[src/include/rx_engine_consts.svh]
`ifndef RX_ENGINE_CONSTS_SVH
`define RX_ENGINE_CONSTS_SVH

// Flow ids and the number of flows tracked by the engine
`define FLOWID_W 3
`define NUM_FLOWS 8

// Receive buffer pointer and per-request size
`define PTR_W 16
`define SIZE_W 16

// Request counters kept in the application context
`define REQ_W 8

// One payload beat from the receive buffer
`define DATA_W 32

`endif

[src/hdl/rx_engine_pkg.sv]
`include "rx_engine_consts.svh"

package rx_engine_pkg;

    typedef logic [`FLOWID_W-1:0] flowid_t;
    typedef logic [`PTR_W-1:0] buf_ptr_t;
    typedef logic [`SIZE_W-1:0] buf_size_t;
    typedef logic [`REQ_W-1:0] req_count_t;
    typedef logic [`DATA_W-1:0] payload_t;

    // Per-flow application context
    typedef struct packed {
        buf_size_t bufsize;
        req_count_t curr_reqs;
        req_count_t total_reqs;
        logic should_copy;
    } app_cntxt_t;

    typedef enum logic [1:0] {
        MSG_REQ = 2'd0,
        MSG_ADJUST_PTR = 2'd1
    } msg_type_e;

    typedef enum logic [2:0] {
        IDLE,
        LOAD,
        SEND_REQ,
        WAIT_NOTIF,
        RD_REQ,
        WAIT_DATA,
        SEND_PTR,
        WRITE_BACK
    } rx_state_e;

    // Chooses which message the datapath formats
    typedef enum logic {
        SEL_REQ,
        SEL_PTR_UPDATE
    } out_mux_sel_e;

endpackage

[src/hdl/rx_engine_datap.sv]
module rx_engine_datap import rx_engine_pkg::*; (
    input logic clk,
    input logic arst_n,
    input flowid_t deq_flowid,
    input app_cntxt_t rd_cntxt,
    input logic store_inputs,
    input logic store_app_state,
    input logic store_notif,
    input out_mux_sel_e out_mux_sel,
    input buf_ptr_t notif_head_ptr,
    output flowid_t state_rd_flowid,
    output flowid_t state_wr_flowid,
    output app_cntxt_t state_wr_cntxt,
    output flowid_t requeue_flowid,
    output msg_type_e msg_type,
    output flowid_t msg_flowid,
    output buf_size_t msg_length,
    output buf_ptr_t msg_head_ptr,
    output flowid_t rd_req_flowid,
    output buf_ptr_t rd_req_offset,
    output buf_size_t rd_req_size,
    output logic last_pkt,
    output logic should_copy
);

    flowid_t flowid_reg;
    app_cntxt_t cntxt_reg;
    buf_ptr_t head_ptr_reg;

    always_ff @(posedge clk or negedge arst_n) begin
        if (!arst_n) begin
            flowid_reg <= '0;
            cntxt_reg <= '0;
            head_ptr_reg <= '0;
        end else begin
            if (store_inputs) begin
                flowid_reg <= deq_flowid;
            end
            if (store_app_state) begin
                cntxt_reg <= rd_cntxt;
            end
            if (store_notif) begin
                head_ptr_reg <= notif_head_ptr;
            end
        end
    end

    assign state_rd_flowid = flowid_reg;
    assign state_wr_flowid = flowid_reg;
    assign requeue_flowid = flowid_reg;

    always_comb begin
        state_wr_cntxt = cntxt_reg;
        state_wr_cntxt.curr_reqs = cntxt_reg.curr_reqs + 1'b1;
    end

    assign last_pkt = (cntxt_reg.curr_reqs == cntxt_reg.total_reqs - 1'b1);
    assign should_copy = cntxt_reg.should_copy;

    assign rd_req_flowid = flowid_reg;
    assign rd_req_offset = head_ptr_reg;
    assign rd_req_size = cntxt_reg.bufsize;

    assign msg_flowid = flowid_reg;
    assign msg_length = cntxt_reg.bufsize;

    // Pointer adjust moves the head past the consumed buffer, wrapping at the pointer width
    always_comb begin
        if (out_mux_sel == SEL_PTR_UPDATE) begin
            msg_type = MSG_ADJUST_PTR;
            msg_head_ptr = buf_ptr_t'(head_ptr_reg + cntxt_reg.bufsize);
        end else begin
            msg_type = MSG_REQ;
            msg_head_ptr = '0;
        end
    end

endmodule

[config.mk]
export PLATFORM = sky130hd
export DESIGN_NAME = rx_engine_datap
export DESIGN_NICKNAME = d
export VERILOG_FILES = /design/src/hdl/rx_engine_pkg.sv /design/src/hdl/rx_engine_datap.sv
export VERILOG_INCLUDE_DIRS = /design/src /design/src/include
export SDC_FILE = /design/constraint.sdc
export NUM_CORES = 1
export LEC_CHECK = 0
export BUFFER_PORTS_ARGS = -buffer_cell sky130_fd_sc_hd__buf_4
export CORE_MARGIN = 1
export CORE_UTILIZATION = 43
export DETAILED_ROUTE_END_ITERATION = 12
export GPL_TIMING_DRIVEN = 0
export HOLD_SLACK_MARGIN = 0.12
export PLACE_DENSITY = 0.9
export SETUP_SLACK_MARGIN = 0.05
export SLEW_MARGIN = 20
export SYNTH_ARGS = -nofsm -noshare
export SYNTH_HDL_FRONTEND = slang
export SYNTH_SLANG_ARGS = --single-unit
export TNS_END_PERCENT = 5
[constraint.sdc]
create_clock -name clk -period 2.12 [get_ports clk]
set_input_delay 0.424 -clock clk [delete_from_list [all_inputs] [get_ports clk]]
set_output_delay 0.424 -clock clk [all_outputs]
set_load 0.01 [all_outputs]
==> results.py <==
metrics = {
    "run_status": {
        "violations": "DRC, setup timing",
        "status": "finished, violations left",
    },
    "power_and_ir_drop": {
        "cellLeakagePower_nw": 2.64,
        "peakVddDrop_mv": 0.268,
        "p_per_area_nw_per_um2": 646,
    },
    "worst_setup_path": {
        "worst-endpoint-arrival_ps": 2390,
        "ff2ff_setup_slack_ps": 1060,
        "rr_worst_depth": 3,
        "crit_path_start_kind": "register",
        "cp-end-kind": "primary output",
        "r2r_end": "msg_length[4]",
        "r2r_start": "msg_length[4]",
        "crit_required_ps": 1700,
        "critical_path_class": "register to primary output",
        "cp_max_fo": 7,
    },
    "finish": {
        "nets": 633,
        "area_growth_pct": 48.5,
        "final_area_sq_um": 5510,
        "layout_common_cells": "buf_4 (247), mux2_2 (46), dfrtp_1 (44), nand2_1 (23)",
        "final_common_cell": "buf_4",
        "diodes": 0,
        "layout-drive-gt1-share_pct": 61.6,
    },
    "clock_tree": {
        "numClockSinks": 52,
        "numCtsBuffers": 5,
        "cts.path.max_buffers": 2,
        "cts_max_level": 2,
        "path_clk_slew_ps": 90,
        "tritoncts": "done",
        "insertion_delay_ps": 290,
        "cts_root_buf": "clkbuf_8",
    },
    "grt": {
        "grt_pass1_vias": 3351,
        "grt_max_degree": 53,
        "antenna_found_initial": 0,
        "grt_pass1_wl_mm": 15.1,
        "globalRouteOverflowTotal": 0,
        "track_usage_pct": 21.7,
    },
    "timing": {
        "fin_crit_sh_pct": 133,
        "finalWorstPathRequiredPeriod_ps": 2810,
        "tightest_slew_ps": 676,
        "fmax_mhz": 356,
        "tns_ps": -6430,
        "rsz0062_at_grt": "true",
        "hold_violations": 0,
        "relSlewSlack_pct": 54.9,
        "finalSetupViolations": 14,
        "clock_skew_ps": 0,
        "maxSlewViolCount": 0,
        "setup_ws_ps": -689,
    },
    "yosys": {
        "synth_cell_types": 52,
        "syn_avg_cell_area_sq_um": 9.89,
        "synth_top_area_cell": "dfrtp_1",
        "synth_top_cell_area_share_pct": 35.1,
        "synthArstFlopShare_pct": 100,
        "synth_cells": 375,
        "syn_nets": 451,
        "synth_ff_type": "dfrtp_1",
        "ys_ff_latch": 52,
        "netlist_area_sq_um": 3710,
        "yosysWarnings": 0,
        "synthTopCellsByArea": "dfrtp_1 (35%), buf_4 (14%), mux2_2 (14%)",
        "synth_edf_count": 0,
        "yosysSeqAreaShare_pct": 35.1,
    },
    "job": {
        "maxCapViolations": 0,
    },
    "hold_path": {
        "hp-class": "primary input to asynchronous set/reset pin",
    },
    "detailed_routing": {
        "drcViolationCount": 1,
        "drt_wl_total_mm": 10.2,
        "vias_per_cell": 5.08,
        "vias": 3367,
        "detail-route-antenna-nets": 0,
        "wire_per_inst_um": 15.3,
        "first_iter_violations": 129,
        "dr.pass1.iters": 8,
    },
    "place": {
        "gp_congestion": 0.900,
        "placed_area_sq_um": 5120,
        "dp_hpwl_mm": 7.74,
        "port_buffers": 170,
    },
    "die": {
        "rows": 33,
        "die_h_um": 94.9,
        "pin_count": 174,
        "initial_core_util_pct": 44.7,
        "core_area_sq_um": 8300,
        "die_w_um": 94.9,
        "die-area_sq_um": 9000,
    },
}
per-layer routing:
layer / vias up / global-route usage (%) / wire length [um]
met2: 156 / 42.1 / 5620
met5: - / 0 / 0
met4: 0 / 8.71 / 226
met1: 1588 / 22.5 / 3650
li1: 1597 / - / -
met3: 26 / 4.11 / 655
where the power goes:
part / leakage [nW] / internal, mW / switching, mW
Clock: 0.0455 / 0.267 / 0.315
Sequential: 0.602 / 1.09 / 0.145
Combinational: 1.99 / 0.988 / 0.750
Total: 2.64 / 2.35 / 1.21
area by class of cell:
class	instances	area [sq um]
fillers	630	2790
multi-input cells	228	2020
repair buffers	177	1330
flip-flops and latches	52	1310
plain buffers	82	584
well taps	105	131
clock buffers	8	90.1
inverters	11	41.3
cell families after synthesis:
group / after synthesis / share of synthesized area (%)
mux: 50 / 15.1
fa+ha+maj: 18 / 6.28
buf+inv: 95 / 16.9
compound gates: 57 / 10.3
flops: 52 / 35.1
simple gates: 80 / 10.9
xor+xnor: 22 / 5.40
other cells: 1 / 0.101
per-stage QoR:
| stage | hold slack [ps] | setup slack, ps | instances | power (mW) | utilization (%) |
|---|---|---|---|---|---|
| 2_1_floorplan | 128 | -330 | 375 | 2.13 | - |
| 3_3_place_gp | 500 | -596 | 650 | 2.73 | 61.6 |
| 3_5_place_dp | 512 | -595 | 650 | 2.79 | 61.6 |
| 4_1_cts | 175 | -747 | 660 | 3.52 | 65.1 |
| 5_1_grt | 211 | -780 | 663 | 3.77 | 66.4 |
| 6_report | 155 | -689 | 663 | 3.56 | 66.4 |
Yosys cell counts (2+ instances only):
library cell,n
nor2b_1,4
nand3_1,11
nor2_1,14
and4_1,2
and2_1,3
mux2i_1,3
buf_4,71
o21a_1,3
a2111oi_0,2
a211oi_1,2
clkbuf_1,10
dfrtp_1,52
o21bai_1,3
nand2b_1,5
a21o_1,5
ha_1,17
nand3b_1,2
xnor2_1,13
a211o_1,3
o21ai_0,11
a21oi_1,12
and3_1,5
mux2_2,46
nand2_1,23
a221o_1,2
a31oi_1,3
o21ai_1,2
nor4_1,2
nand4_1,4
nor3_1,2
xor2_1,8
inv_1,10
critical path, stage by stage, from the launching register on:
cell and delay, ps:
dfrtp_1 430, ha_4 280, buf_6 110, a211o_1 170, a21oi_2 80, buf_4 140
a2111oi_1 330, nor2_1 100, mux2_4 320, buf_6 120
what timing repair did:
item                                   4_1_cts  5_1_grt
resized for setup                           35       19
setup endpoints to repair                   18       18
hold buffers                                 0        0
endpoints found under the hold margin        0        0
pin swaps                                    9        8
buffers inserted                             4        3
worst max-delay path by stage:
stage / start / to / cells past startpoint
floorplan: msg_length[4] / msg_head_ptr[12] / 7
detailed placement: msg_length[10] / msg_head_ptr[15] / 7
global placement: msg_length[10] / msg_head_ptr[15] / 7
finish: rd_req_offset[4] / msg_head_ptr[15] / 9
global route: msg_length[10] / msg_head_ptr[15] / 7
CTS: msg_length[4] / msg_head_ptr[12] / 8
Note: power is estimated with default switching activity, not from simulation.
